$ cat src/hw/key_load_cfg.svh
`ifndef KEY_LOAD_CFG_SVH
`define KEY_LOAD_CFG_SVH

// axi read port
`define KL_AXI_ADDR_W 64
`define KL_AXI_DATA_W 512
`define KL_BURST_LEN 64
`define KL_BURST_SIZE 6

// key addressing, base addresses are 4 KiB aligned
`define KL_KEY_ADDR_W 32
`define KL_BASE_LSB 12
`define KL_SEG_BYTES 4096
`define KL_SEG_SHIFT 8

// coefficient and data slot geometry
`define KL_COEFF_W 32
`define KL_SLOT_W 128

// limits and depths
`define KL_MAX_OUTSTANDING 31
`define KL_INST_PTR_W 3
`define KL_BUF_ADDR_W 9
`define KL_LEN_W 11
`define KL_DIGIT_W 5

`endif

$ cat src/hw/key_load_pkg.sv
`default_nettype none

`include "key_load_cfg.svh"

package key_load_pkg;

	typedef enum logic [2:0] {
		OP_INVALID        = 3'd0,
		OP_BOOTSTRAP      = 3'd1,
		OP_BOOTSTRAP_INIT = 3'd2,
		OP_RLWE_MULT_RGSW = 3'd3,
		OP_RLWESUBS       = 3'd4
	} opcode_e;

	// read-address side
	typedef enum logic [1:0] {
		AR_IDLE,
		AR_VALID,
		AR_CHECK_SEG,
		AR_CHECK_RLWE
	} ar_state_e;

	// read-data side
	typedef enum logic [1:0] {
		R_IDLE,
		R_WRITE,
		R_CHECK_SEG
	} r_state_e;

	typedef logic [`KL_KEY_ADDR_W-`KL_BASE_LSB-1:0] base_addr_t;
	// two coefficients per buffer line
	typedef logic [2*`KL_COEFF_W-1:0] line_t;
	typedef logic [`KL_BUF_ADDR_W-1:0] buf_addr_t;

endpackage

`default_nettype wire

$ cat src/hw/key_r_engine.sv
`timescale 1ns/10ps
`default_nettype none

`include "key_load_cfg.svh"

module key_r_engine import key_load_pkg::*; (
	input  wire logic                     clk,
	input  wire logic                     rstn,
	input  wire logic                     bursts_pending,
	input  wire logic                     full0,
	input  wire logic                     full1,
	input  wire logic                     rvalid,
	input  wire logic [`KL_AXI_DATA_W-1:0] rdata,
	input  wire logic                     rlast,
	input  wire logic [`KL_LEN_W-1:0]     length,
	output logic                          rready,
	output logic                          burst_done,
	output logic                          wr_en,
	output buf_addr_t                     wr_addr_a,
	output buf_addr_t                     wr_addr_b,
	output line_t                         wr_data0_a,
	output line_t                         wr_data0_b,
	output line_t                         wr_data1_a,
	output line_t                         wr_data1_b,
	output logic                          commit
);

	localparam int SEG_W = `KL_LEN_W - `KL_SEG_SHIFT;

	r_state_e r_state;
	logic [SEG_W-1:0] seg_cnt;
	logic [SEG_W-1:0] num_seg;
	logic beat;
	logic seg_last;

	// a slot holds two 64-bit words, the coefficient sits in the low half of each
	function automatic line_t slot_to_line(input logic [`KL_SLOT_W-1:0] slot);
		return {slot[2*`KL_COEFF_W +: `KL_COEFF_W], slot[0 +: `KL_COEFF_W]};
	endfunction

	// interleaved layout, lane0 a/b then lane1 a/b
	assign wr_data0_a = slot_to_line(rdata[0*`KL_SLOT_W +: `KL_SLOT_W]);
	assign wr_data0_b = slot_to_line(rdata[1*`KL_SLOT_W +: `KL_SLOT_W]);
	assign wr_data1_a = slot_to_line(rdata[2*`KL_SLOT_W +: `KL_SLOT_W]);
	assign wr_data1_b = slot_to_line(rdata[3*`KL_SLOT_W +: `KL_SLOT_W]);

	assign num_seg    = length[`KL_LEN_W-1:`KL_SEG_SHIFT];
	assign seg_last   = seg_cnt == num_seg - 1'b1;
	assign rready     = r_state == R_WRITE;
	assign beat       = rvalid && rready;
	assign wr_en      = beat;
	assign burst_done = beat && rlast;
	assign commit     = (r_state == R_CHECK_SEG) && seg_last;

	always_ff @(posedge clk) begin
		if (!rstn) begin
			r_state   <= R_IDLE;
			seg_cnt   <= '0;
			wr_addr_a <= buf_addr_t'(0);
			wr_addr_b <= buf_addr_t'(1);
		end else begin
			case (r_state)
				R_IDLE: begin
					seg_cnt   <= '0;
					wr_addr_a <= buf_addr_t'(0);
					wr_addr_b <= buf_addr_t'(1);
					// both lanes must be released before the next rlwe
					if (bursts_pending && !full0 && !full1) r_state <= R_WRITE;
				end
				R_WRITE: begin
					if (beat) begin
						wr_addr_a <= wr_addr_a + 2'd2;
						wr_addr_b <= wr_addr_b + 2'd2;
						if (rlast) r_state <= R_CHECK_SEG;
					end
				end
				R_CHECK_SEG: begin
					if (seg_last) begin
						seg_cnt <= '0;
						r_state <= R_IDLE;
					end else begin
						seg_cnt <= seg_cnt + 1'b1;
						r_state <= R_WRITE;
					end
				end
				default: r_state <= R_IDLE;
			endcase
		end
	end

endmodule

`default_nettype wire

$ cat config.mk
export PLATFORM = sky130hd
export DESIGN_NAME = key_r_engine
export DESIGN_NICKNAME = d
export VERILOG_FILES = /design/src/hw/key_load_pkg.sv /design/src/hw/key_r_engine.sv
export VERILOG_INCLUDE_DIRS = /design/src /design/src/hw
export SDC_FILE = /design/constraint.sdc
export NUM_CORES = 1
export LEC_CHECK = 0
export BUFFER_PORTS_ARGS = -buffer_cell sky130_fd_sc_hd__buf_2
export CAP_MARGIN = 15
export CORE_AREA = 8 8 307 309
export DETAILED_ROUTE_END_ITERATION = 8
export DIE_AREA = 0 0 315 317
export GPL_TIMING_DRIVEN = 1
export PLACE_DENSITY = 0.3
export REMOVE_ABC_BUFFERS = 1
export SLEW_MARGIN = 30
export SYNTH_ARGS = -nofsm -noshare
export SYNTH_HDL_FRONTEND = slang
export SYNTH_SLANG_ARGS = --single-unit
$ cat constraint.sdc
create_clock -name clk -period 4.1 [get_ports clk]
set_clock_uncertainty 0.15 [all_clocks]
set_input_delay 0.615 -clock clk [delete_from_list [all_inputs] [get_ports clk]]
set_output_delay 0.615 -clock clk [all_outputs]
set_load 0.05 [all_outputs]
# Word level (Yosys, flattened, before mapping)
# Cells that the tools add are included.
# totals
register_bits	23
in_bits	530
# classes
muxes	11
reduce_logical	12
add_sub_neg	4
eq_ne	6
# ops
op	count
one-hot mux 9 bit (2 select lines)	2
adder 9 x 2 -> 9 bit, second input constant	2
2-to-1 mux 9 bit	2
2-to-1 mux 2 bit	3
one-hot mux 2 bit (3 select lines)	1
one-hot mux 3 bit (2 select lines)	1
logical AND 1 bit	5
!= test 2 bit, second input constant	2
nonzero test 2 bit	2
adder 3 x 1 -> 3 bit, second input constant	1
== test 3 bit	1
2-to-1 mux 3 bit	1
AND reduction 3 bit	1
subtractor 3 x 1 -> 3 bit, second input constant	1
== test 2 x 1 -> 1 bit, second input constant	1
== test 2 bit, second input constant	1
zero test 1 bit	2
zero test 2 bit	1
!= test 2 x 1 -> 1 bit, second input constant	1
AND reduction 2 bit	1
2-to-1 mux 1 bit	1

# Depth between registers and ports, before layout
# logic_depth
depth_word	5
mapped_depth	6

# Worst setup path before layout
# OpenSTA, ideal clock, no wires.
# synth_path
kind	input-to-output
from	in length[8]
to	out commit
path_stages	5
arrival_time_ps	2829
path_slack_ps	506
t_required_ps	3335
n_path_buf	0
path_cell_list	inv_1 > ha_1 > xnor2_1 > xnor2_1 > nor4b_1
# synth_between
elab_chain_len	3
# synth_rtl
item	line	text
from (decl)	key_r_engine.sv:15	input wire logic [`KL_LEN_W-1:0] length,
subtractor 3 x 1 -> 3 bit	key_r_engine.sv:48	assign seg_last = seg_cnt == num_seg - 1'b1;
== test 3 bit	key_r_engine.sv:48	
logical AND 1 bit	key_r_engine.sv:53	assign commit = (r_state == R_CHECK_SEG) && seg_last;
to (decl)	key_r_engine.sv:25	output logic commit
# Every way passes these cells.

# Worst setup path after layout
# Same ends and word-level chain as after synthesis.

==> metrics.txt <==
status completed; final worst path period share 0.711; Max stage delay on crit path 270 ps; Final Hold Viols 0; DRT iter0 DRCs 107; HP Class flip-flop to flip-flop; Via density 1.46; Synth Cell Area 0.00307 sq mm; clk slew on worst S/H paths 60 ps; worst-case clock buffer depth 2; Port Buffer Count 30; Top delay family on crit path buffers and inverters; Post-DP Area 0.00275 sq mm; CTS tree done; clock period minus worst slack 2920 ps; max-cap viol count 0; Yosys warning count 0; Remaining Overflow, GRT 0; asr flop ratio synth 0; dpl cells 1,337; Layout Area Growth over Synthesis -7.65%; Hold Path End wr_addr_b[0]$_SDFFE_PN1P_; RSZ-0062 raised after global routing false; Least-Margin Pin Slew 823 ps; CTS resizes 0; CORE AREA 0.0893 sq mm; Slowest-stage cell, CP xnor2_1; clock root buffer clkbuf_16; clock sinks 22; vias in the first global route 1,850; DR vias 1,953; Power Total 0.501 mW; share of cells above drive strength 1 0.255; full die area 0.0999 sq mm; post-route antenna net violation count 0; HP Start wr_addr_b[0]$_SDFFE_PN1P_; gr usage total 0.199; hpwl dp 103,000 microns; top_reg_cell synth dfxtp_1; CTS H-tree depth 1; Peak VDD IR 0.000121 V; Starting Density 0.0344; Fin Setup TNS 0 ps; Synth Register Bits 22; headroom to the max-slew limit 0.448; final setup fails 0; routed wire length 104,000 microns; Worst Path Class, Setup input pin to primary output; 1st-pass router iterations 4; DIE WIDTH 315 microns; Placer Congestion 0.886; hold path depth 1; DRC 0; Worst EP arrival 2150 ps; number of flops mapped to enable cells by yosys 0; I/O pin count 808; cts hold-fix bufs 0; Worst Path Max Fanout 3; critical-path cell list buf_2 -> inv_1 -> ha_1 -> xnor2_1 -> xnor2_1 -> nor4b_2 -> buf_4 -> buf_2; Mapped Cells 392; R2R Setup Slk 2110 ps; WP data required 3340 ps; CP Capture Type primary output; Inserted Clock Buffers 3; terminus of the critical flop-to-flop path wr_addr_b[8]$_SDFFE_PN0P_; r2r startpoint r_state[0]$_SDFFE_PN0P_; fillers 10,577; Die Y-Extent 317 microns; initial antenna violation count 0; fmax 343 MHz; largest net degree at the start of global routing 19; Synth cell types 39; first-pass GRT wire length 108,000 microns; Finished Layout Cells 1,341; leakage 0.615 nW; Design Area, Final 0.00284 sq mm; startpoint types input pin; Routed WL per cell 77.2 microns; clock latency at the later pin of the worst-skew pair 260 ps; sequential share of the synthesized area 0.143; Avg Inst Size Synth 7.84 sq um; fin. max-slew vios 0; Setup Fix Bufs, Post-CTS 0; Rows 110; R2R depth 4; PD cells 177 mW/mm^2; Nets 700; ant diodes 0; CP Buf/Inv Count 4
layout by cell type (no fill, tap or decap), types with 2 or more instances in the layout:
cell type  synthesis  final
a21oi_1            9      9
a21boi_0           2      2
buf_2              3     30
ha_1               4      4
nand4_1            4      4
nand2_1           10     10
nand3_1            5      5
a21o_1             3      3
nor2b_1            8      8
dfxtp_1           22     22
nor3_1             6      6
o21ai_0            3      3
nor2_1             9      9
nor4_1             5      5
a22oi_1            3      3
nand3b_1           2      2
inv_1              6      6
clkbuf_16          0      3
xnor2_1            9      9
nand2b_1           3      3
worst max-delay path by stage:
stage                    from  endpoint  slack, ps  depth (start not counted)
global route        length[8]    commit       1060                          8
floorplan           length[8]    commit        510                          5
detailed placement  length[8]    commit       1140                          8
finish              length[8]    commit       1180                          8
CTS                 length[8]    commit       1130                          8
global placement    length[8]    commit       1090                          8
cells by family (layout without fill, tap and decap cells):
group                    count (synthesis)  count (layout)  synth area share
adder cells (fa/ha/maj)                  4               4            0.0163
XOR/XNOR                                 9               9            0.0257
other                                    1               1           0.00122
AND/OR/NAND/NOR                         58              58             0.101
AO/OA/AOI/OAI                           29              29            0.0660
buffers and inverters                  269              42             0.646
flip-flops                              22              22             0.143
registers in the layout (all words and copies together), names as in the netlist:
signal     flops
seg_cnt        3
wr_addr_b      9
wr_addr_a      8
r_state        2
worst reg2reg max path, cell delays in order, from the launching register on:
cell     delay [ps]
dfxtp_1         770
nor2b_1         530
nor4_1          160
xnor2_1         190
nor2_1           50
stage by stage:
| step | hold WS [ps] | utilization | setup slack (ps) |
|---|---|---|---|
| detailed placement | 279 | 0.0308 | 1140 |
| global placement | 277 | 0.0308 | 1090 |
| CTS | 295 | 0.0318 | 1130 |
| finish | 295 | 0.0318 | 1180 |
| floorplan | 328 | - | 506 |
| global route | 336 | 0.0318 | 1060 |
synthesized netlist by cell type (4+ instances only):
master	number	share of area
buf_4	257	0.63
dfxtp_1	22	0.14
nor4_1	5	0.010
nand2_1	10	0.012
nor2b_1	8	0.016
a21oi_1	9	0.015
ha_1	4	0.016
xnor2_1	9	0.026
inv_1	6	0.0073
nand4_1	4	0.0081
nand3_1	5	0.0081
nor2_1	9	0.011
nor3_1	6	0.0098
power breakdown:
group | switching [mW] | internal [mW]
Combinational | 0.0305 | 0.0132
Sequential | 0.00447 | 0.215
Clock | 0.0887 | 0.149
metal layers:
metal | up-vias | routed length (microns) | global-route usage
li1 | 541 | - | -
met1 | 652 | 4690 | 0.0256
met2 | 712 | 66000 | 0.455
met3 | 40 | 29600 | 0.271
met4 | 8 | 2780 | 0.0426
met5 | - | 468 | 0.0336
final cells by class:
| cell class | instances | area (sq um) | share of cell area |
|---|---|---|---|
| well taps | 1176 | 1470 | 0.519 |
| multi-input cells | 101 | 653 | 0.230 |
| flip-flops and latches | 22 | 440 | 0.155 |
| repair buffers | 31 | 158 | 0.0556 |
| clock buffers | 4 | 88.8 | 0.0313 |
| inverters | 7 | 26.3 | 0.00926 |
Note: power is estimated with default switching activity, not from simulation.
