===== config.mk =====
export PLATFORM = sky130hd
export DESIGN_NAME = key_ar_engine
export DESIGN_NICKNAME = d
export VERILOG_FILES = /design/src/hw/key_load_pkg.sv /design/src/hw/key_ar_engine.sv
export VERILOG_INCLUDE_DIRS = /design/src /design/src/hw
export SDC_FILE = /design/constraint.sdc
export NUM_CORES = 1
export LEC_CHECK = 0
export ABC_AREA = 1
export BUFFER_PORTS_ARGS = -buffer_cell sky130_fd_sc_hd__buf_2
export CAP_MARGIN = 20
export CORE_MARGIN = 3
export CORE_UTILIZATION = 25
export DETAILED_ROUTE_END_ITERATION = 10
export HOLD_SLACK_MARGIN = 0.02
export PLACE_DENSITY = 0.55
export SLEW_MARGIN = 20
export SYNTH_ARGS = -nofsm -noshare
export SYNTH_HDL_FRONTEND = slang
export SYNTH_SLANG_ARGS = --single-unit

===== constraint.sdc =====
create_clock -name clk -period 2.5 [get_ports clk]
set_clock_uncertainty 0.05 [all_clocks]
set_input_delay 0.25 -clock clk [delete_from_list [all_inputs] [get_ports clk]]
set_output_delay 0.25 -clock clk [all_outputs]
set_load 0.02 [all_outputs]

===== src/hw/key_load_cfg.svh =====
`ifndef KEY_LOAD_CFG_SVH
`define KEY_LOAD_CFG_SVH

// axi read port
`define KL_AXI_ADDR_W 64
`define KL_AXI_DATA_W 512
`define KL_BURST_LEN 64
`define KL_BURST_SIZE 6

// key addressing, base addresses are 4 KiB aligned
`define KL_KEY_ADDR_W 32
`define KL_BASE_LSB 12
`define KL_SEG_BYTES 4096
`define KL_SEG_SHIFT 8

// coefficient and data slot geometry
`define KL_COEFF_W 32
`define KL_SLOT_W 128

// limits and depths
`define KL_MAX_OUTSTANDING 31
`define KL_INST_PTR_W 3
`define KL_BUF_ADDR_W 9
`define KL_LEN_W 11
`define KL_DIGIT_W 5

`endif


===== src/hw/key_load_pkg.sv =====
`default_nettype none

`include "key_load_cfg.svh"

package key_load_pkg;

	typedef enum logic [2:0] {
		OP_INVALID        = 3'd0,
		OP_BOOTSTRAP      = 3'd1,
		OP_BOOTSTRAP_INIT = 3'd2,
		OP_RLWE_MULT_RGSW = 3'd3,
		OP_RLWESUBS       = 3'd4
	} opcode_e;

	// read-address side
	typedef enum logic [1:0] {
		AR_IDLE,
		AR_VALID,
		AR_CHECK_SEG,
		AR_CHECK_RLWE
	} ar_state_e;

	// read-data side
	typedef enum logic [1:0] {
		R_IDLE,
		R_WRITE,
		R_CHECK_SEG
	} r_state_e;

	typedef logic [`KL_KEY_ADDR_W-`KL_BASE_LSB-1:0] base_addr_t;
	// two coefficients per buffer line
	typedef logic [2*`KL_COEFF_W-1:0] line_t;
	typedef logic [`KL_BUF_ADDR_W-1:0] buf_addr_t;

endpackage

`default_nettype wire


===== src/hw/key_ar_engine.sv =====
`timescale 1ns/10ps
`default_nettype none

`include "key_load_cfg.svh"

module key_ar_engine import key_load_pkg::*; (
	input  wire logic                      clk,
	input  wire logic                      rstn,
	input  wire logic                      not_empty,
	input  opcode_e                        head_opcode,
	input  base_addr_t                     head_base,
	input  wire logic [`KL_LEN_W-1:0]      length,
	input  wire logic [`KL_DIGIT_W-1:0]    digit_g,
	input  wire logic                      arready,
	input  wire logic                      burst_done,
	output logic                           pop,
	output logic                           arvalid,
	output logic [`KL_AXI_ADDR_W-1:0]      araddr,
	output logic [7:0]                     arlen,
	output logic [2:0]                     arsize,
	output logic                           bursts_pending
);

	localparam int CNT_W  = $clog2(`KL_MAX_OUTSTANDING + 1);
	localparam int SEG_W  = `KL_LEN_W - `KL_SEG_SHIFT;
	localparam int RLWE_W = `KL_DIGIT_W + 1;
	localparam logic [CNT_W-1:0] MAX_OUT = `KL_MAX_OUTSTANDING;
	localparam logic [`KL_KEY_ADDR_W-1:0] SEG_STEP = `KL_SEG_BYTES;

	ar_state_e ar_state;
	opcode_e   opcode_q;
	logic [`KL_KEY_ADDR_W-1:0] addr_q;
	logic [SEG_W-1:0]  seg_cnt;
	logic [SEG_W-1:0]  num_seg;
	logic [RLWE_W-1:0] rlwe_cnt;
	logic [RLWE_W-1:0] rlwe_total;
	logic [CNT_W-1:0]  out_cnt;
	logic room;
	logic inc;
	logic seg_last;
	logic rlwe_last;

	assign arlen  = 8'(`KL_BURST_LEN - 1);
	assign arsize = 3'(`KL_BURST_SIZE);
	assign araddr = {{(`KL_AXI_ADDR_W - `KL_KEY_ADDR_W){1'b0}}, addr_q};

	// each 4 KiB segment carries 256 coefficients of both polys
	assign num_seg = length[`KL_LEN_W-1:`KL_SEG_SHIFT];

	always_comb begin
		case (opcode_q)
			OP_BOOTSTRAP, OP_BOOTSTRAP_INIT, OP_RLWE_MULT_RGSW: rlwe_total = {digit_g, 1'b0};
			OP_RLWESUBS: rlwe_total = {1'b0, digit_g};
			default: rlwe_total = RLWE_W'(1);
		endcase
	end

	assign room      = out_cnt != MAX_OUT;
	assign seg_last  = seg_cnt == num_seg - 1'b1;
	assign rlwe_last = rlwe_cnt == rlwe_total - 1'b1;
	assign pop       = (ar_state == AR_IDLE) && not_empty && room;
	assign arvalid   = ar_state == AR_VALID;
	assign inc       = arvalid && arready;

	always_ff @(posedge clk) begin
		if (!rstn) begin
			ar_state <= AR_IDLE;
			opcode_q <= OP_INVALID;
			seg_cnt  <= '0;
			rlwe_cnt <= '0;
		end else begin
			case (ar_state)
				AR_IDLE: begin
					if (pop) begin
						ar_state <= AR_VALID;
						opcode_q <= head_opcode;
						seg_cnt  <= '0;
						rlwe_cnt <= '0;
					end
				end
				AR_VALID: begin
					if (arready) ar_state <= AR_CHECK_SEG;
				end
				AR_CHECK_SEG: begin
					// hold here while the outstanding ceiling is reached
					if (room) begin
						if (seg_last) begin
							seg_cnt  <= '0;
							ar_state <= AR_CHECK_RLWE;
						end else begin
							seg_cnt  <= seg_cnt + 1'b1;
							ar_state <= AR_VALID;
						end
					end
				end
				AR_CHECK_RLWE: begin
					if (rlwe_last) begin
						ar_state <= AR_IDLE;
					end else if (room) begin
						rlwe_cnt <= rlwe_cnt + 1'b1;
						ar_state <= AR_VALID;
					end
				end
				default: ar_state <= AR_IDLE;
			endcase
		end
	end

	// address keeps counting across rlwes of one instruction
	always_ff @(posedge clk) begin
		if (pop) begin
			addr_q <= {head_base, {`KL_BASE_LSB{1'b0}}};
		end else if (ar_state == AR_CHECK_SEG && room) begin
			addr_q <= addr_q + SEG_STEP;
		end
	end

	////////////////////////////////////////////////////////////////////////////
	// outstanding bursts
	////////////////////////////////////////////////////////////////////////////

	always_ff @(posedge clk) begin
		if (!rstn) begin
			out_cnt <= '0;
		end else begin
			case ({inc, burst_done})
				2'b10: out_cnt <= out_cnt + 1'b1;
				2'b01: out_cnt <= out_cnt - 1'b1;
				default: out_cnt <= out_cnt;
			endcase
		end
	end

	assign bursts_pending = out_cnt != '0;

	a_no_underflow: assert property (@(posedge clk) disable iff (!rstn)
		burst_done |-> out_cnt != '0);
	a_no_overflow: assert property (@(posedge clk) disable iff (!rstn)
		inc |-> out_cnt != MAX_OUT);

endmodule

`default_nettype wire


* Word-level counts from Yosys, hierarchy flattened
Index checks and enable logic that the tools add are counted.
Storage, ports and cells: register bits 51, logic and storage cells 66
Operators by class: $add $sub $neg 7, equality and inequality tests 18, muxes and demuxes 19, reduce and logical (&&, ||, !) cells 15
Operator list (number):
- 32-bit two-way mux | 2
- 32-bit by 13-bit adder with 32-bit output, second input constant | 1
- 6-bit one-hot mux with 2 select lines | 2
- 6-bit two-way mux | 3
- 2-bit two-way mux | 6
- 2-bit != test, second input constant | 5
- 5-bit one-hot mux with 2 select lines | 1
- 3-bit two-way mux | 3
- 2-bit one-hot mux with 4 select lines | 1
- 4-bit AND reduction | 2
- 2-bit nonzero test | 4
- 6-bit by 1-bit adder with 6-bit output, second input constant | 1
- 2-bit == test, second input constant | 3
- 3-bit by 2-bit == test with 1-bit output, second input constant | 2
- 6-bit == test | 1
- 3-bit one-hot mux with 2 select lines | 1
- 6-bit by 1-bit subtractor with 6-bit output, second input constant | 1
- 5-bit by 1-bit adder with 5-bit output, second input constant | 1
- 5-bit != test, second input constant | 1
- 5-bit nonzero test | 1
- 5-bit by 1-bit subtractor with 5-bit output, second input constant | 1
- 2-bit by 1-bit == test with 1-bit output, second input constant | 2
- 1-bit logical AND | 4
- 3-bit by 1-bit adder with 3-bit output, second input constant | 1
- 9 further kinds | 9

* Longest topological paths before layout
word-level depth 7, mapped depth 19

* Least setup slack after synthesis
Ideal clock, no wire load.
kind register -> register, from register ar_state[0], to register out_cnt[4], arrival 2.090 ns, required time 2.330 ns, slack 0.240 ns, cell stages (with the launch flop) 14, period minus slack after synthesis 2.260 ns, cells stage by stage dfxtp_1 > inv_1 > nor2_1 > nand2_1 > ha_1 > ha_1 > nand2_1 > nand2_1 > a31oi_1 > inv_1 > o21ai_0 > a21oi_1 > o21ai_0 > a21oi_1
On the way: word-level cells in the longest chain between the ends 4
RTL lines:
- start: declaration | line key_ar_engine.sv:30 | ar_state_e ar_state;
- start signal: assignment | line key_ar_engine.sv:67 | ar_state <= AR_IDLE;
- start signal: assignment | line key_ar_engine.sv:75 | ar_state <= AR_VALID;
- start signal: assignment | line key_ar_engine.sv:82 | if (arready) ar_state <= AR_CHECK_SEG;
- 2-bit by 1-bit == test with 1-bit output (*) | line key_ar_engine.sv:62 | assign arvalid = ar_state == AR_VALID;
- named net arvalid | line key_ar_engine.sv:17 | output logic arvalid,
- 1-bit logical AND (*) | line key_ar_engine.sv:63 | assign inc = arvalid && arready;
- 2-bit by 1-bit == test with 1-bit output / 2-bit == test (equally long branches) | line key_ar_engine.sv:126 | case ({inc, burst_done})
- 5-bit one-hot mux with 2 select lines / 2-bit nonzero test (equally long branches)
- end signal: assignment | line key_ar_engine.sv:127 | 2'b10: out_cnt <= out_cnt + 1'b1;
- end signal: assignment | line key_ar_engine.sv:128 | 2'b01: out_cnt <= out_cnt - 1'b1;
- end signal: assignment | line key_ar_engine.sv:129 | default: out_cnt <= out_cnt;
- end: declaration | line key_ar_engine.sv:37 | logic [CNT_W-1:0] out_cnt;
The timed path passes the listed nets; every way through them passes the cells marked *. A chain may end at the register's enable or synchronous reset.

* Worst setup path in the final report
from register addr_q[12], to register addr_q[30], data pin
On the way: word-level cells in the longest chain between the ends 3
RTL lines:
- start: declaration | line key_ar_engine.sv:32 | logic [`KL_KEY_ADDR_W-1:0] addr_q;
- start signal: assignment | line key_ar_engine.sv:112 | addr_q <= {head_base, {`KL_BASE_LSB{1'b0}}};
- start signal: assignment | line key_ar_engine.sv:114 | addr_q <= addr_q + SEG_STEP;
- 32-bit by 13-bit adder with 32-bit output | line key_ar_engine.sv:114
- 32-bit two-way mux | line key_ar_engine.sv:113 | end else if (ar_state == AR_CHECK_SEG && room) begin
- 32-bit two-way mux | line key_ar_engine.sv:111 | if (pop) begin
Every way passes these cells. The select of a mux whose other input is x is not followed.

==> metrics.md <==
| Metric | Value |
|---|---|
| Area growth, synth to finish | `14.1%` |
| Finished Core Util | `29.6%` |
| CTS tree | `done` |
| Dpl cells | `611` |
| Gr busiest metal | `met2` |
| RSZ-0062 raised after global routing | `false` |
| Cell with the most instances after synthesis | `nand2_1` |
| Crit path from | `addr_q[12]$_DFFE_PP_` |
| GRT met3 Usage | `1.62%` |
| Most frequent cells after synthesis | `82 x nand2_1, 55 x buf_4, 46 x inv_1` |
| # diodes | `0` |
| # IOs | `122` |
| Clock sink count | `39` |
| Avg Vias per Cell | `4.22` |
| Ys Warns | `0` |
| Fmax achieved | `444 MHz` |
| Worst R2R Start | `addr_q[12]$_DFFE_PP_` |
| Detail Route Antenna Nets | `0` |
| P_leak | `1.64 nW` |
| FFs w/ async S/R, synth | `0%` |
| Final hold vios | `0` |
| Mapped Avg Cell Area | `7.32 sq um` |
| Hold Crit Class | `in2reg` |
| Top cells by area, synth | `edfxtp_1 20%, buf_4 14%, dfxtp_1 13%` |
| Setup CP Type | `reg2reg` |
| Least-Margin Pin Slew | `658 ps` |
| Layout cells sized above 1 | `19.7%` |
| Die area | `13400 sq um` |
| GRT Overall Usage | `9.42%` |
| Synth Register Bits | `39` |
| DR vias | `2615` |
| CTS buffer count | `5` |
| Hold_buf cts | `0` |
| Post-CTS Setup Bufs | `0` |
| VDD IR-drop max | `0.000278 V` |
| Synth top area share | `19.9%` |
| Fin crit period | `2250 ps` |
| Chip Height | `116 microns` |
| Tot Pwr | `4.07 mW` |
| Slew headroom | `56.1%` |
| Number of flops mapped to enable cells by yosys | `20` |
| Endpoints failing setup | `0` |
| Drt initial violations | `211` |
| Synth Flop Type | `edfxtp_1` |
| Clock Tree Root | `clkbuf_16` |
| Antenna violations before repair | `0` |
| Critical Path End Type | `flip-flop` |
| Row count | `39` |
| Yosys top cell by area | `edfxtp_1` |
| DR DRC count | `0` |
| Max cap viols | `0` |
| H-tree depth | `2` |
| Startpoint Class | `flip-flop` |
| Non-Filler Instances | `619` |
| HPWL after DPL | `5.27 mm` |
| WP data required | `2480 ps` |
| Routability cong. | `0.816` |
| Pwr Density | `1180 nW/um^2` |
| Grt total ovfl | `0` |
| TNS Setup | `0 ps` |
| Core Footprint | `11600 sq um` |
| Wirelength, routed | `6.65 mm` |
| WL per Instance | `10.7 microns` |
| Max FO, Critical Path | `4` |
| Die width | `116 microns` |
| Final net count | `529` |
| Slew Viols, Final | `0` |
| IO buf count | `58` |
| Initial Utilization | `26.0%` |
| Mapped Area | `3010 sq um` |
| Syn Inst Count | `412` |
| Status | `completed` |
| Worst Hold Launch | `head_base[1]` |
| Fill cell count | `1270` |
| First-pass GRT wire length | `10.4 mm` |
| CTS Buffer Depth | `2` |
| Vias in the first global route | `2402` |
| Sequential share of the synthesized area | `32.5%` |
| Clk Latency, worst-skew pair | `280 ps` |
| Largest net degree at the start of global routing | `33` |
| GR Util met2 | `16.7%` |
| Period Utilization, post-route | `90.1%` |
| Worst-path clk slew | `60 ps` |
| Arr. time, crit path | `2230 ps` |
| Met1 global-route usage | `11.8%` |
| DRT Pass-1 Iters | `4` |
| Synth cell types | `32` |
## layer usage
metal,up-vias,share of wire [%]
met1,1183,46
met2,78,48
met3,4,5.3
met4,0,0.71
met5,-,0
li1,1350,-
## sequential cells by signal (all words and copies together), names as in the netlist
signal,flops
out_cnt,5
rlwe_cnt,6
ar_state,2
opcode_q,3
addr_q,20
seg_cnt,3
## repair_timing
item / in CTS / in global routing
hold endpoints to repair: 0 / 0
endpoints found under the setup margin: 0 / 7
resized for setup: 0 / 5
## power by group
group          switching, mW  internal, mW
sequential             0.285          1.06
combinational           1.39         0.720
clock                  0.243         0.363
total                   1.92          2.15
## path summary, 6_finish.rpt
| kind | depth (start not counted) | slack [ps] | endpoint |
|---|---|---|---|
| hold / removal | 3 | 190 | addr_q[13]$_DFFE_PP_ |
| setup reg to reg | 13 | 250 | addr_q[30]$_DFFE_PP_ |
| hold reg to reg | 1 | 410 | out_cnt[4]$_SDFFE_PN0P_ |
| setup / recovery | 13 | 250 | addr_q[30]$_DFFE_PP_ |
## cells by family (layout without fill, tap and decap cells)
family                     count (synthesis)  in the layout  share of synthesized area (%)
xor gates and xnor gates                  20             20                           5.81
other                                      2             55                          0.249
DFF                                       39             39                           32.5
AOI/OAI and AO/OA                         54             54                           9.71
and+or+nand+nor                          178            178                           26.9
adders and majority gates                 10             10                           4.40
buffers and inverters                    109            120                           20.4
## cells in the final DEF (no fill, tap or decap), types with 16 or more instances in the layout
cell type,count
a21oi_1,16
buf_2,58
conb_1,55
dfxtp_1,16
edfxtp_1,20
inv_1,46
nand2_1,81
nand3_1,33
nor2_1,33
o21ai_0,25
## worst max-delay path, cell delays in order (launching register included)
cell and delay, ps:
edfxtp_1 420, ha_1 210, nand3_1 130, nor2_1 160, nand2_1 100, nor2_2 110, nand2_1 80, nor2_2 160
nand3_2 120, nor2_2 110, nand4_1 100, xnor2_1 140, nand2_1 60, nand2_1 40
## metrics by stage
stage	instance area (sq um)	worst slack, ps	hold slack, ps
final	3440	248	192
after global routing	3440	13.7	210
after CTS	3430	198	195
after detailed placement	3290	209	403
after global placement	3290	220	391
after floorplan	3210	240	320
## layout make-up
cell class,instances,area [sq um],share of cell area [%]
Multi-Input combinational cell,317,1630,47.3
Sequential cell,39,985,28.6
Inverter,49,184,5.35
Clock inverter,2,7.51,0.218
Timing Repair Buffer,63,328,9.53
Clock buffer,6,129,3.75
Tap cell,143,179,5.20
Note: power is estimated with default switching activity, not from simulation.
