**src/hw/key_load_cfg.svh**
```systemverilog
`ifndef KEY_LOAD_CFG_SVH
`define KEY_LOAD_CFG_SVH

// axi read port
`define KL_AXI_ADDR_W 64
`define KL_AXI_DATA_W 512
`define KL_BURST_LEN 64
`define KL_BURST_SIZE 6

// key addressing, base addresses are 4 KiB aligned
`define KL_KEY_ADDR_W 32
`define KL_BASE_LSB 12
`define KL_SEG_BYTES 4096
`define KL_SEG_SHIFT 8

// coefficient and data slot geometry
`define KL_COEFF_W 32
`define KL_SLOT_W 128

// limits and depths
`define KL_MAX_OUTSTANDING 31
`define KL_INST_PTR_W 3
`define KL_BUF_ADDR_W 9
`define KL_LEN_W 11
`define KL_DIGIT_W 5

`endif

```
**src/hw/key_load_pkg.sv**
```systemverilog
`default_nettype none

`include "key_load_cfg.svh"

package key_load_pkg;

	typedef enum logic [2:0] {
		OP_INVALID        = 3'd0,
		OP_BOOTSTRAP      = 3'd1,
		OP_BOOTSTRAP_INIT = 3'd2,
		OP_RLWE_MULT_RGSW = 3'd3,
		OP_RLWESUBS       = 3'd4
	} opcode_e;

	// read-address side
	typedef enum logic [1:0] {
		AR_IDLE,
		AR_VALID,
		AR_CHECK_SEG,
		AR_CHECK_RLWE
	} ar_state_e;

	// read-data side
	typedef enum logic [1:0] {
		R_IDLE,
		R_WRITE,
		R_CHECK_SEG
	} r_state_e;

	typedef logic [`KL_KEY_ADDR_W-`KL_BASE_LSB-1:0] base_addr_t;
	// two coefficients per buffer line
	typedef logic [2*`KL_COEFF_W-1:0] line_t;
	typedef logic [`KL_BUF_ADDR_W-1:0] buf_addr_t;

endpackage

`default_nettype wire

```
**src/hw/key_inst_queue.sv**
```systemverilog
`timescale 1ns/10ps
`default_nettype none

`include "key_load_cfg.svh"

module key_inst_queue import key_load_pkg::*; (
	input  wire logic clk,
	input  wire logic rstn,
	input  wire logic push,
	input  opcode_e   opcode,
	input  base_addr_t base_addr,
	input  wire logic pop,
	output logic      inst_full,
	output logic      not_empty,
	output opcode_e   head_opcode,
	output base_addr_t head_base
);

	localparam int DEPTH = 1 << `KL_INST_PTR_W;

	opcode_e    opcode_mem [DEPTH];
	base_addr_t base_mem [DEPTH];
	// extra msb marks the wrap
	logic [`KL_INST_PTR_W:0] wr_ptr;
	logic [`KL_INST_PTR_W:0] rd_ptr;

	assign not_empty = wr_ptr != rd_ptr;
	assign inst_full = (wr_ptr[`KL_INST_PTR_W-1:0] == rd_ptr[`KL_INST_PTR_W-1:0]) &&
		(wr_ptr[`KL_INST_PTR_W] != rd_ptr[`KL_INST_PTR_W]);

	assign head_opcode = opcode_mem[rd_ptr[`KL_INST_PTR_W-1:0]];
	assign head_base   = base_mem[rd_ptr[`KL_INST_PTR_W-1:0]];

	always_ff @(posedge clk) begin
		if (!rstn) begin
			wr_ptr <= '0;
			rd_ptr <= '0;
			for (int i = 0; i < DEPTH; i++) begin
				opcode_mem[i] <= OP_INVALID;
			end
		end else begin
			// a popped slot goes back to invalid
			if (pop) begin
				opcode_mem[rd_ptr[`KL_INST_PTR_W-1:0]] <= OP_INVALID;
				rd_ptr <= rd_ptr + 1'b1;
			end
			if (push) begin
				opcode_mem[wr_ptr[`KL_INST_PTR_W-1:0]] <= opcode;
				wr_ptr <= wr_ptr + 1'b1;
			end
		end
	end

	always_ff @(posedge clk) begin
		if (push) begin
			base_mem[wr_ptr[`KL_INST_PTR_W-1:0]] <= base_addr;
		end
	end

	// host must respect inst_full, address engine must respect not_empty
	a_no_push_full: assert property (@(posedge clk) disable iff (!rstn) push |-> !inst_full);
	a_no_pop_empty: assert property (@(posedge clk) disable iff (!rstn) pop |-> not_empty);

endmodule

`default_nettype wire

```
**config.mk**
```make
export PLATFORM = sky130hd
export DESIGN_NAME = key_inst_queue
export DESIGN_NICKNAME = d
export VERILOG_FILES = /design/src/hw/key_load_pkg.sv /design/src/hw/key_inst_queue.sv
export VERILOG_INCLUDE_DIRS = /design/src /design/src/hw
export SDC_FILE = /design/constraint.sdc
export NUM_CORES = 1
export LEC_CHECK = 0
export BUFFER_PORTS_ARGS = -buffer_cell sky130_fd_sc_hd__buf_4
export CORE_ASPECT_RATIO = 0.7
export CORE_MARGIN = 2
export CORE_UTILIZATION = 54
export DETAILED_ROUTE_END_ITERATION = 6
export PLACE_DENSITY_LB_ADDON = 0.15
export SLEW_MARGIN = 20
export SYNTH_ARGS = -nofsm -noshare
export SYNTH_HDL_FRONTEND = slang
export SYNTH_SLANG_ARGS = --single-unit
```
**constraint.sdc**
```tcl
create_clock -name clk -period 2.56 [get_ports clk]
set_clock_uncertainty 0.2 [all_clocks]
set_input_delay 0 -clock clk [delete_from_list [all_inputs] [get_ports clk]]
set_output_delay 0 -clock clk [all_outputs]
set_load 0.05 [all_outputs]
```
# == Word level (Yosys, flattened, before mapping) ==
# Memories as Yosys holds them, arrays and structs flattened. A register that Yosys moved wholly into a read port is not among the register bits.
# Index checks and enable logic that the tools add are counted.
# totals
ram_bits,184
output_inout_bits,25
in_bits,27
register_bits,8
n_memories,2
elab_cells,30
# mem_list
name,words,word_bits,read_ports,rd_ports_with_merged_regs,wr,line_no,source
base_mem,8,20,1,1,1,key_inst_queue.sv:22,base_addr_t base_mem [DEPTH];
opcode_mem,8,3,1,1,8,key_inst_queue.sv:21,opcode_e opcode_mem [DEPTH];
# op_classes
eq_ne,3
n_addsub,2
mux,18
n_reduce_logical,3
# ops
op,count
3-bit 2-to-1 mux,8
1-bit 2-to-1 mux,10
"4-bit by 1-bit adder with 4-bit output, second input constant",2
3-bit OR reduction,2
4-bit != test,1
3-bit == test,1
1-bit logical AND,1
1-bit != test,1

# == Logic depth before layout (Yosys ltp) ==
# Gate-level depths: netlist (run 1).
# logic_depth
depth_word,5
mapped_depth,4
mapped_depth_nobuf,4

# == Least setup slack after synthesis (run 1) ==
# No wires, ideal clock.
# synth_timing
path_type,register to register
from,register wr_ptr[0]
to,memory opcode_mem[2][0] in the netlist's numbering (enable)
path_stages_with_launch,4
arrival_ns,2.279
period_less_slack_ns,2.783
path_buffers,1
setup_slack_ns,-0.223
required_ns,2.056
setup_ns,0.304
cell_sequence,dfxtp_1 -> clkbuf_1 -> nor3_1 -> a211o_1
# synth_rtl
item,line_no,source
"start, declared",key_inst_queue.sv:24,logic [`KL_INST_PTR_W:0] wr_ptr;
"start signal, assigned",key_inst_queue.sv:49,wr_ptr <= wr_ptr + 1'b1;
"end, declared",key_inst_queue.sv:21,

==> results of run 1 <==
## worst register-to-register path, cell delays in order (launching register included)
cell and delay [ns]:
dfxtp_1 0.39, nand2b_1 0.26, nor2_2 0.50, a311o_1 0.28
## through the flow
stage / hold WS, ns / power, mW / util, % / cell area (µm²) / worst slack [ns]
after detailed placement: 0.0306 / 4.52 / 60.8 / 8540 / 0.635
final: 0.155 / 7.05 / 66.8 / 9390 / 0.205
after global placement: 0.0334 / 4.51 / 60.8 / 8540 / 0.658
after floorplan: -0.101 / 4.26 / - / 7850 / -0.223
after CTS: 0.137 / 7.10 / 66.8 / 9390 / 0.191
after global routing: 0.147 / 7.27 / 66.8 / 9390 / 0.148
## metal layers
layer	GRT usage, %	vias to the layer above	wire length [µm]
li1	-	1734	-
met1	29.2	1990	6600
met2	31.4	110	7100
met3	4.19	14	698
met4	5.31	0	124
met5	0	-	0
## layout make-up
type                    instances  area (µm²)  share of cell area [%]
multi-input cells             157        2000                    21.3
inverters                       2        7.51                  0.0800
repair buffers                 98         816                    8.69
flip-flops and latches        195        5750                    61.2
clock buffers                  18         429                    4.57
well taps                     190         238                    2.53
clock inverters                14         149                    1.59
## power by group through the flow
stage | clock network [mW] | registers [mW] | logic, mW
floorplan | 0 | 3.68 | 0.582
global placement | 0 | 3.69 | 0.817
detailed placement | 0 | 3.70 | 0.824
CTS | 2.61 | 3.63 | 0.862
global route | 2.74 | 3.63 | 0.904
finish | 2.57 | 3.63 | 0.854
## worst paths after layout
check                           to  slack, ns         start  cells after the start
setup reg to reg  opcode_mem[1][0]       0.63     wr_ptr[1]                      3
setup / recovery      head_base[5]       0.21     flip-flop                      4
hold reg to reg          wr_ptr[3]       0.33     wr_ptr[3]                      2
hold / removal      base_mem[5][6]       0.15  base_addr[6]                      2
## logic make-up after synthesis
kind of cell | Yosys count | share of synthesized area (%)
DFF | 195 | 73.2
and+or+nand+nor | 67 | 4.42
xor gates and xnor gates | 10 | 1.12
muxes | 71 | 18.5
AOI/OAI and AO/OA | 7 | 0.845
buffers and inverters | 21 | 1.55
adders and majority gates | 2 | 0.319
## cells in the final DEF, fill, tap and decap left out, drive strengths merged, types with 6 or more instances in the layout
master       Yosys  layout
mux4            46      46
buf             11      71
xnor2            6       6
nor2            22      22
mux2            23      23
edfxtp         184     184
clkbuf           8      18
dfxtp           11      11
and2            24      24
dlygate4sd3      0      27
inv              2       7
## registers in the layout, summed over array words and instances, names as in the netlist, named ones only
| name | count |
|---|---|
| base_mem | 160 |
| opcode_mem | 24 |
| rd_ptr | 4 |
| wr_ptr | 4 |
==> impl_metrics.sql, run 1 <==
INSERT INTO impl_metrics (metric_group, metric, value, unit) VALUES
('status', 'status', 'finished, final reports clean', ''),
('floorplanning', 'dieWidth', '148', 'µm'),
('critical_path', 'cp_cell_sequence', 'buf_4 > mux4_1 > mux2_2 > buf_4', ''),
('placed_design', 'place.gp.congestion', '0.816', ''),
('cts', 'cts_root_buf', 'clkbuf_16', ''),
('layout', 'layoutNonFillerInstCount', '674', ''),
('global_route', 'gr-total-overflow', '0', ''),
('yosys', 'synth_seq_cells', '195', ''),
('floorplanning', 'initial_core_util', '55.8', '%'),
('sta', 'timing_hold_violations_final', '0', ''),
('cts', 'clockBufferDepth', '2', ''),
('sta', 'timing.final.crit_period', '2.35', 'ns'),
('drt', 'drc_errors', '0', ''),
('yosys', 'yosys.cell_types.count', '25', ''),
('power', 'p_per_area', '751', 'nW/µm²'),
('yosys', 'netlist.area_leader.share', '70.4', '%'),
('cts', 'numCtsBuffers', '17', ''),
('global_route', 'first_global_vias', '4019', ''),
('yosys', 'ys_dominant_reg_cell', 'edfxtp_1', ''),
('yosys', 'syn-cell-area', '7850', 'µm²'),
('sta', 'finalSetupViolCount', '0', ''),
('power', 'netSwitchingFraction', '24.6', '%'),
('critical_path', 'worst_setup_path_start_kind', 'flip-flop', ''),
('yosys', 'yosys_warnings', '0', ''),
('power', 'static-leakage-power', '3.25', 'nW'),
('yosys', 'postSynthCellCount', '373', ''),
('power', 'vdd_ir_drop_max', '606', 'µV'),
('placed_design', 'place.detailed.instances', '615', ''),
('layout', 'fraction_of_layout_cells_with_a_size_suffix_above_1', '29.3', '%'),
('cts', 'cts_max_level', '4', ''),
('drt', 'routed_wire_length_per_instance', '21.6', 'µm'),
('critical_path', 'cp_data_arrival_time', '2.15', 'ns'),
('floorplanning', 'area_of_the_core_region', '14100', 'µm²'),
('yosys', 'synth_seq_area_share', '73.2', '%'),
('sta', 'achievable-frequency', '0.425', 'GHz'),
('sta', 'slew_headroom', '62.7', '%'),
('cts', 'cts_hold_repair.buffers', '27', ''),
('power', 'power.share.clock', '36.5', '%'),
('run', 'cap_viol_max_count', '0', ''),
('critical_path', 'crit_type', 'reg -> out', ''),
('drt', 'detail_route.first_pass.iterations', '4', ''),
('critical_path', 'cpMostUsedCell', 'buf_4', ''),
('global_route', 'grt_max_degree', '32', ''),
('cts', 'post-cts-setup-buffers', '0', ''),
('cts', 'clock_latency', '0.42', 'ns'),
('layout', 'final_nets', '500', ''),
('global_route', 'gr-usage-all-layers', '20.0', '%'),
('drt', 'postRouteAntennaNets', '0', ''),
('cts', 'ctsResizeCount', '0', ''),
('floorplanning', 'die_height', '105', 'µm'),
('floorplanning', 'floorplan.die_area', '15500', 'µm²'),
('yosys', 'asyncSetResetFlopFracSynth', '0', '%'),
('cts', 'tritoncts', 'done', ''),
('drt', 'avgViaCountPerCell', '5.71', ''),
('sta', 'slew_viol_final', '0', ''),
('yosys', 'ys_top_cells_by_count', '184 x edfxtp_1, 37 x mux4_1, 24 x and2_1', ''),
('layout', 'num-fill-cells', '945', ''),
('yosys', 'synthesis.nets', '402', ''),
('placed_design', 'buffer_ports.inserted', '51', ''),
('critical_path', 'endpoint_class_of_the_critical_path', 'output port', ''),
('cts', 'cts.clk_slew.worst_paths', '0.07', 'ns'),
('sta', 'worst_pin_slew', '0.559', 'ns'),
('floorplanning', 'core.rowCount', '36', ''),
('worst_hold_path', 'worst_min_delay_path_class', 'in -> reg', ''),
('global_route', 'grt_antenna_before_repair', '0', ''),
('drt', 'drt_iter0_markers', '216', ''),
('sta', 'rsz0062_at_grt', 'no', ''),
('cts', 'clock_sink_count', '195', ''),
('yosys', 'synth_edf_count', '184', ''),
('placed_design', 'dpl.hpwl', '8820', 'µm'),
('critical_path', 'critPathTopFamily', 'multiplexers', '');
No activity file was read; power rests on OpenSTA's default activity.
==> run 2: changes to the inputs <==
--- a/config.mk
+++ b/config.mk
@@ -12,6 +12,7 @@
 export CORE_UTILIZATION = 54
 export DETAILED_ROUTE_END_ITERATION = 6
 export PLACE_DENSITY_LB_ADDON = 0.15
+export RECOVER_POWER = 50
 export SLEW_MARGIN = 20
 export SYNTH_ARGS = -nofsm -noshare
 export SYNTH_HDL_FRONTEND = slang
==> constraint.sdc (replaced) <==
create_clock -name clk -period 2.56 [get_ports clk]
set_clock_uncertainty 0.2 [all_clocks]
set_input_delay 0 -clock clk [delete_from_list [all_inputs] [get_ports clk]]
set_output_delay 0 -clock clk [all_outputs]
set_load 0.005 [all_outputs]
==> run 2 against run 1 <==
  * Count of clock-buffer cells in the layout is 1 higher
  * Register-to-register slack worse by 0.22 ns
  * Power is 4.0% lower
  * Critical path type unchanged
  * Critical endpoint unchanged
  * Largest cell class unchanged
==> impl_metrics.sql, run 2 (synthesis results as in run 1) <==
INSERT INTO impl_metrics (metric_group, metric, value, unit) VALUES
('cts', 'cts_root_buf', 'clkbuf_16', ''),
('critical_path', 'worst_path_max_delay_cell', 'mux4_1', ''),
('global_route', 'first_global_vias', '3777', ''),
('floorplanning', 'initial_core_util', '55.8', '%'),
('power', 'power.share.clock', '37.6', '%'),
('layout', 'num-fill-cells', '953', ''),
('global_route', 'gr-total-overflow', '0', ''),
('critical_path', 'critical_path_cell_count', '4', ''),
('floorplanning', 'core.rowCount', '36', ''),
('cts', 'clockBufferDepth', '2', ''),
('cts', 'cts.clk_slew.worst_paths', '0.06', 'ns'),
('worst_hold_path', 'holdPathStages', '4', ''),
('placed_design', 'dpl.hpwl', '8550', 'µm'),
('critical_path', 'cp_cell_sequence', 'buf_4 > mux4_1 > mux2_2 > buf_4', ''),
('sta', 'slew_viol_final', '0', ''),
('global_route', 'gr-usage-all-layers', '19.7', '%'),
('critical_path', 'critPathTopFamily', 'multiplexers', ''),
('cts', 'tritoncts', 'done', ''),
('layout', 'largest_register_ff_count', '160', ''),
('cts', 'numCtsBuffers', '17', ''),
('run', 'cap_viol_max_count', '0', ''),
('sta', 'slew_headroom', '49.2', '%'),
('sta', 'timing_hold_violations_final', '0', ''),
('critical_path', 'crit_type', 'reg -> out', ''),
('global_route', 'gr-usage-met2', '29.9', '%'),
('critical_path', 'critical-path-max-stage-delay', '0.62', 'ns'),
('floorplanning', 'floorplan.die_area', '15500', 'µm²'),
('layout', 'fraction_of_layout_cells_with_a_size_suffix_above_1', '23.3', '%'),
('layout', 'multi_input_area', '1990', 'µm²'),
('worst_hold_path', 'worst_min_delay_path_class', 'in -> reg', ''),
('global_route', 'grt_antenna_before_repair', '0', ''),
('critical_path', 'critical_path.n_buffers_inverters', '2', ''),
('drt', 'vias_after_detailed_routing', '3785', ''),
('cts', 'clock_sink_count', '195', ''),
('placed_design', 'place.gp.congestion', '0.844', ''),
('global_route', 'met1_capacity_usage_during_global_routing', '28.8', '%'),
('layout', 'ff_latch_area', '5750', 'µm²'),
('power', 'p_int', '5.35', 'mW'),
('critical_path', 'required', '2.36', 'ns'),
('critical_path', 'endpoint_class_of_the_critical_path', 'output port', ''),
('power', 'comb_power_share', '8.8', '%'),
('floorplanning', 'die_height', '105', 'µm'),
('sta', 'worst_pin_slew', '0.762', 'ns'),
('sta', 'rsz0062_at_grt', 'no', ''),
('drt', 'detail_route.first_pass.iterations', '4', ''),
('global_route', 'grtUsageMet3', '4.54', '%'),
('power', 'p_per_area', '730', 'nW/µm²'),
('layout', 'layout.cells.most_common_list', '184 x edfxtp_1, 44 x buf_4, 37 x mux4_1', ''),
('layout', 'final_nets', '497', ''),
('global_route', 'grt-busiest-layer', 'met2', ''),
('cts', 'clock_latency', '0.43', 'ns'),
('sta', 'finalHoldWorstSlack', '0.244', 'ns'),
('drt', 'postRouteAntennaNets', '0', ''),
('critical_path', 'worst_setup_path_start_kind', 'flip-flop', ''),
('sta', 'final.period_utilization', '90.2', '%'),
('sta', 'finalSetupViolCount', '0', ''),
('critical_path', 'cpMostUsedCell', 'buf_4', ''),
('power', 'vdd_ir_drop_max', '576', 'µV'),
('layout', 'syn2layout_area_growth', '18.2', '%'),
('power', 'total_net_switching_power', '1.42', 'mW'),
('drt', 'routed_wire_length_per_instance', '21.0', 'µm'),
('global_route', 'grt_pass1_wl', '21800', 'µm'),
('floorplanning', 'num_io_pins', '52', ''),
('critical_path', 'critical_path.max_fanout', '15', ''),
('sta', 'achievable-frequency', '0.433', 'GHz'),
('drt', 'drt-total-wl', '14100', 'µm'),
('status', 'status', 'finished, final reports clean', ''),
('power', 'netSwitchingFraction', '21.0', '%'),
('floorplanning', 'area_of_the_core_region', '14100', 'µm²'),
('layout', 'most_common_cell_after_layout_fill_and_taps_aside', 'edfxtp_1', ''),
('power', 'static-leakage-power', '3.13', 'nW'),
('drt', 'avgViaCountPerCell', '5.64', ''),
('placed_design', 'buffer_ports.inserted', '51', ''),
('global_route', 'grt_max_degree', '47', ''),
('layout', 'antenna-diode-count', '0', ''),
('critical_path', 'cp_data_arrival_time', '2.11', 'ns'),
('power', 'finalPower', '6.77', 'mW'),
('drt', 'drt_iter0_markers', '329', ''),
('drt', 'drc_errors', '0', ''),
('floorplanning', 'dieWidth', '148', 'µm'),
('critical_path', 'r2r_cells', '3', ''),
('power', 'power_frac_seq', '53.6', '%'),
('cts', 'cts_max_level', '4', ''),
('sta', 'timing.final.crit_period', '2.31', 'ns');
run 2: layer usage:
layer	routed length (µm)	vias to the layer above
met5	0	-
met4	211	0
met3	625	19
met2	6760	97
met1	6490	1935
li1	-	1734
run 2: area by class of cell:
cell class	count	area share, %
clock buffer	19	4.67
timing repair buffer	95	7.80
sequential	195	62.0
tap	190	2.56
clock inverter	13	1.46
multi-input combinational	157	21.5
inverter	2	0.0809
run 2: path summary, 6_finish.rpt:
kind                                 from               to  slack [ns]
worst min register to register  wr_ptr[3]        wr_ptr[3]        0.34
worst max register to register  wr_ptr[1]  base_mem[0][10]        0.41
worst min-delay path                 push        wr_ptr[0]        0.24
worst max-delay path            flip-flop     head_base[5]        0.25
run 2: metrics by stage:
step / cells / worst slack [ns] / setup TNS [ns] / instance area [µm²] / util [%]
2_1_floorplan: 373 / -0.223 / -4.56 / 7850 / -
3_3_place_gp: 612 / 0.672 / 0 / 8530 / 60.7
3_5_place_dp: 612 / 0.601 / 0 / 8530 / 60.7
4_1_cts: 671 / 0.222 / 0 / 9370 / 66.7
5_1_grt: 671 / 0.168 / 0 / 9280 / 66.0
6_report: 671 / 0.252 / 0 / 9280 / 66.0
run 2: power by group through the flow:
stage,Clock [mW],Combinational (mW),Sequential [mW]
floorplan,0,0.348,3.68
global placement,0,0.579,3.69
detailed placement,0,0.586,3.70
CTS,2.59,0.622,3.63
global route,2.73,0.647,3.63
finish,2.55,0.597,3.63
run 2: what timing repair did:
| item | 4_1_cts | 5_1_grt |
|---|---|---|
| buffers inserted | 0 | 0 |
| endpoints found under the hold margin | 207 | 0 |
| hold buffers | 27 | 0 |
| endpoints found under the setup margin | 0 | 0 |
| resized for setup | 0 | 0 |
run 2: tightest hold or removal path, stage by stage:
cell,delay [ns]
dlygate4sd3_1,0.53
buf_4,0.15
xnor2_1,0.08
nor2_1,0.07
==> run 3: changes to the inputs <==
--- a/config.mk
+++ b/config.mk
@@ -6,12 +6,13 @@
 export SDC_FILE = /design/constraint.sdc
 export NUM_CORES = 1
 export LEC_CHECK = 0
+export ABC_AREA = 1
 export BUFFER_PORTS_ARGS = -buffer_cell sky130_fd_sc_hd__buf_4
 export CORE_ASPECT_RATIO = 0.7
 export CORE_MARGIN = 2
-export CORE_UTILIZATION = 54
+export CORE_UTILIZATION = 55
 export DETAILED_ROUTE_END_ITERATION = 6
-export PLACE_DENSITY_LB_ADDON = 0.15
+export PLACE_DENSITY = 0.76
 export RECOVER_POWER = 50
 export SLEW_MARGIN = 20
 export SYNTH_ARGS = -nofsm -noshare
==> run 3 against run 2 <==
  * Routed wire length increased by 34%
  * Power up 1.1%
  * Cell count grew 81%
  * Via count grew 60%
  * Clock power fell by 2%
  * Combinational power up 26%
  * Critical path depth is 1 higher
  * Synthesized cell count increased by 150%
  * Worst setup slack improved by 0.048 ns
  * Largest cell class unchanged
  * Largest power group unchanged
  * Highest routed layer unchanged
==> impl_metrics.sql, run 3 <==
INSERT INTO impl_metrics (metric_group, metric, value, unit) VALUES
('critical_path', 'endpoint_class_of_the_critical_path', 'flip-flop', ''),
('global_route', 'grt_antenna_before_repair', '0', ''),
('floorplanning', 'core.rowCount', '38', ''),
('cts', 'post-cts-setup-buffers', '0', ''),
('layout', 'antenna-diode-count', '0', ''),
('drt', 'drt_iter0_markers', '654', ''),
('yosys', 'synth_seq_area_share', '65.4', '%'),
('yosys', 'synth_seq_cells', '195', ''),
('global_route', 'first_global_vias', '5856', ''),
('placed_design', 'place.detailed.instances', '1154', ''),
('cts', 'cts_max_level', '4', ''),
('status', 'status', 'finished, final reports clean', ''),
('layout', 'largest_register_ff_count', '160', ''),
('critical_path', 'crit_type', 'reg -> reg', ''),
('layout', 'syn2layout_area_growth', '15.2', '%'),
('sta', 'rsz0062_at_grt', 'no', ''),
('sta', 'finalSetupViolCount', '0', ''),
('drt', 'postRouteAntennaNets', '0', ''),
('yosys', 'ys_top_cells_by_count', '325 x nand2_1, 196 x inv_1, 184 x edfxtp_1', ''),
('global_route', 'gr-usage-all-layers', '24.1', '%'),
('critical_path', 'required', '2.51', 'ns'),
('power', 'vdd_ir_drop_max', '525', 'µV'),
('critical_path', 'cp_cell_sequence', 'or2_0 > nor2_1 > clkbuf_1 > nand2_2 > nand2_1', ''),
('sta', 'achievable-frequency', '0.442', 'GHz'),
('placed_design', 'place.gp.congestion', '0.802', ''),
('yosys', 'synth.largest_area_cell', 'edfxtp_1', ''),
('global_route', 'grtUsageMet3', '4.57', '%'),
('run', 'cap_viol_max_count', '0', ''),
('floorplanning', 'initial_core_util', '56.5', '%'),
('sta', 'timing_hold_violations_final', '0', ''),
('yosys', 'yosys_warnings', '0', ''),
('yosys', 'asyncSetResetFlopFracSynth', '0', '%'),
('sta', 'worst_pin_slew', '0.779', 'ns'),
('cts', 'cts_root_buf', 'clkbuf_16', ''),
('power', 'static-leakage-power', '4.62', 'nW'),
('sta', 'final.period_utilization', '88.3', '%'),
('yosys', 'multiplexer_fraction_of_the_synthesized_cell_area', '0.114', '%'),
('sta', 'slew_headroom', '48.1', '%'),
('cts', 'ctsResizeCount', '0', ''),
('cts', 'numCtsBuffers', '17', ''),
('yosys', 'post_synth_and_or_nand_nor_area_fraction', '21.8', '%'),
('sta', 'timing.final.crit_period', '2.26', 'ns'),
('global_route', 'met1_capacity_usage_during_global_routing', '34.2', '%'),
('floorplanning', 'die_height', '110', 'µm'),
('critical_path', 'critPathTopFamily', 'simple AND/OR/NAND/NOR gates', ''),
('worst_hold_path', 'worst_min_delay_path_class', 'in -> reg', ''),
('floorplanning', 'dieWidth', '155', 'µm'),
('drt', 'drt-total-wl', '18900', 'µm'),
('drt', 'routed_wire_length_per_instance', '15.5', 'µm'),
('layout', 'layoutNonFillerInstCount', '1214', ''),
('cts', 'clock_sink_count', '195', ''),
('yosys', 'adder_and_majority_cell_fraction_of_the_synthesized_area', '0.285', '%'),
('critical_path', 'cp_data_arrival_time', '2.21', 'ns'),
('sta', 'slew_viol_final', '0', ''),
('layout', 'most_common_cell_after_layout_fill_and_taps_aside', 'nand2_1', ''),
('yosys', 'ys_dominant_reg_cell', 'edfxtp_1', ''),
('yosys', 'yosys.cell_types.count', '25', ''),
('yosys', 'synth_edf_count', '184', ''),
('drt', 'detail_route.first_pass.iterations', '5', ''),
('placed_design', 'preCtsSetupSlack', '0.510', 'ns'),
('global_route', 'grt_max_degree', '93', ''),
('drt', 'drc_errors', '0', ''),
('yosys', 'synth_xor_xnor_area_share', '0.399', '%'),
('yosys', 'area_fraction_in_compound_gates_after_synthesis', '0.912', '%'),
('cts', 'tritoncts', 'done', ''),
('drt', 'vias_after_detailed_routing', '6073', ''),
('critical_path', 'critical-path-max-stage-delay', '0.57', 'ns'),
('layout', 'layout.cells.most_common_list', '325 x nand2_1, 196 x inv_1, 184 x edfxtp_1', ''),
('sta', 'fin_tns_setup', '0', 'ns'),
('critical_path', 'worst_setup_path_start_kind', 'flip-flop', ''),
('cts', 'clock_latency', '0.44', 'ns'),
('layout', 'fraction_of_layout_cells_with_a_size_suffix_above_1', '8.68', '%'),
('cts', 'clockBufferDepth', '2', ''),
('global_route', 'grt_pass1_wl', '30500', 'µm'),
('cts', 'cts.clk_slew.worst_paths', '0.07', 'ns'),
('layout', 'final_nets', '1030', ''),
('yosys', 'postSynthCellCount', '921', ''),
('yosys', 'synthesis.nets', '950', ''),
('global_route', 'gr-usage-met2', '38.3', '%'),
('placed_design', 'dpl.hpwl', '11400', 'µm'),
('layout', 'post-route-util', '65.1', '%'),
('critical_path', 'critical_path.n_buffers_inverters', '1', ''),
('yosys', 'main_combinational_cell_family_by_area_after_synthesis', 'simple AND/OR/NAND/NOR gates', ''),
('yosys', 'syn-mean-instance-area', '9.54', 'µm²'),
('yosys', 'yosysMostFrequentCell', 'nand2_1', ''),
('power', 'p_per_area', '677', 'nW/µm²'),
('floorplanning', 'area_of_the_core_region', '15500', 'µm²'),
('drt', 'avgViaCountPerCell', '5.00', ''),
('critical_path', 'critical_path.max_fanout', '10', ''),
('layout', 'postLayoutCellArea', '10100', 'µm²'),
('critical_path', 'worst_path_max_delay_cell', 'clkbuf_1', ''),
('yosys', 'netlist_top_cells_area', 'edfxtp_1 63%, nand2_1 14%, inv_1 8.4%, nand3_1 5.3%, dfxtp_1 2.5%', ''),
('floorplanning', 'num_io_pins', '52', ''),
('sta', 'finalHoldWorstSlack', '0.229', 'ns'),
('global_route', 'gr-total-overflow', '0', ''),
('floorplanning', 'floorplan.die_area', '17000', 'µm²'),
('placed_design', 'buffer_ports.inserted', '51', ''),
('sta', 'final_critical_path_setup_slack', '0.300', 'ns'),
('yosys', 'netlist.area_leader.share', '62.9', '%'),
('placed_design', 'post_dp_cell_area', '9400', 'µm²'),
('power', 'finalPower', '6.85', 'mW'),
('yosys', 'syn-cell-area', '8780', 'µm²'),
('global_route', 'grt-busiest-layer', 'met2', '');
## run 3: cell count changes in the layout (fill, tap and decap cells not counted), moves of 7 or more
cell | before | now
nor2_1 | 17 | 39
nand3_1 | 3 | 93
nand2_1 | 4 | 325
mux4_2 | 9 | 0
and2_0 | 16 | 0
and2_1 | 8 | 0
mux2_2 | 23 | 0
a21oi_1 | 0 | 7
inv_1 | 2 | 196
mux4_1 | 37 | 0
## run 3: worst reg2reg max path, stage by stage (launching register included)
cell	delay, ns
dfxtp_1	0.36
or2_0	0.32
nor2_1	0.18
clkbuf_1	0.57
nand2_2	0.17
nand2_1	0.17
## run 3: worst paths after layout
path             start                to  slack (ns)  cells past startpoint
min reg2reg  wr_ptr[3]         wr_ptr[3]        0.29                      1
min               push         wr_ptr[2]        0.23                      4
max reg2reg  wr_ptr[0]  opcode_mem[2][2]        0.30                      5
max          wr_ptr[0]  opcode_mem[2][2]        0.30                      5
## run 3: layout make-up
type | count | area (µm²)
clock inverters | 14 | 114
well taps | 200 | 250
flip-flops and latches | 195 | 5750
fillers | 1233 | 5430
repair buffers | 97 | 774
multi-input cells | 491 | 2060
clock buffers | 18 | 429
inverters | 199 | 747
## run 3: cell families (layout without fill, tap and decap cells)
logic type / after synthesis / after routing
AO/OA/AOI/OAI: 15 / 15
XOR/XNOR: 4 / 4
adder cells (fa/ha/maj): 2 / 2
buffers and inverters: 235 / 328
flip-flops: 195 / 195
multiplexers: 1 / 1
AND/OR/NAND/NOR: 469 / 469
## run 3: per-layer routing
layer  wire length [µm]  share of wire [%]
met1               8540                 45
met2               8710                 46
met3               1400                7.4
met4                203                1.1
met5                  0                  0
## run 3: power breakdown
group | switching, mW | total, mW | internal, mW
Clock | 1.15 | 2.49 | 1.33
Sequential | 0.0316 | 3.61 | 3.58
Combinational | 0.470 | 0.751 | 0.281
Total | 1.66 | 6.85 | 5.19
## run 3: repair_timing
action | CTS | global route
endpoints found under the hold margin | 223 | 0
endpoints found under the setup margin | 0 | 0
hold buffers | 28 | 0
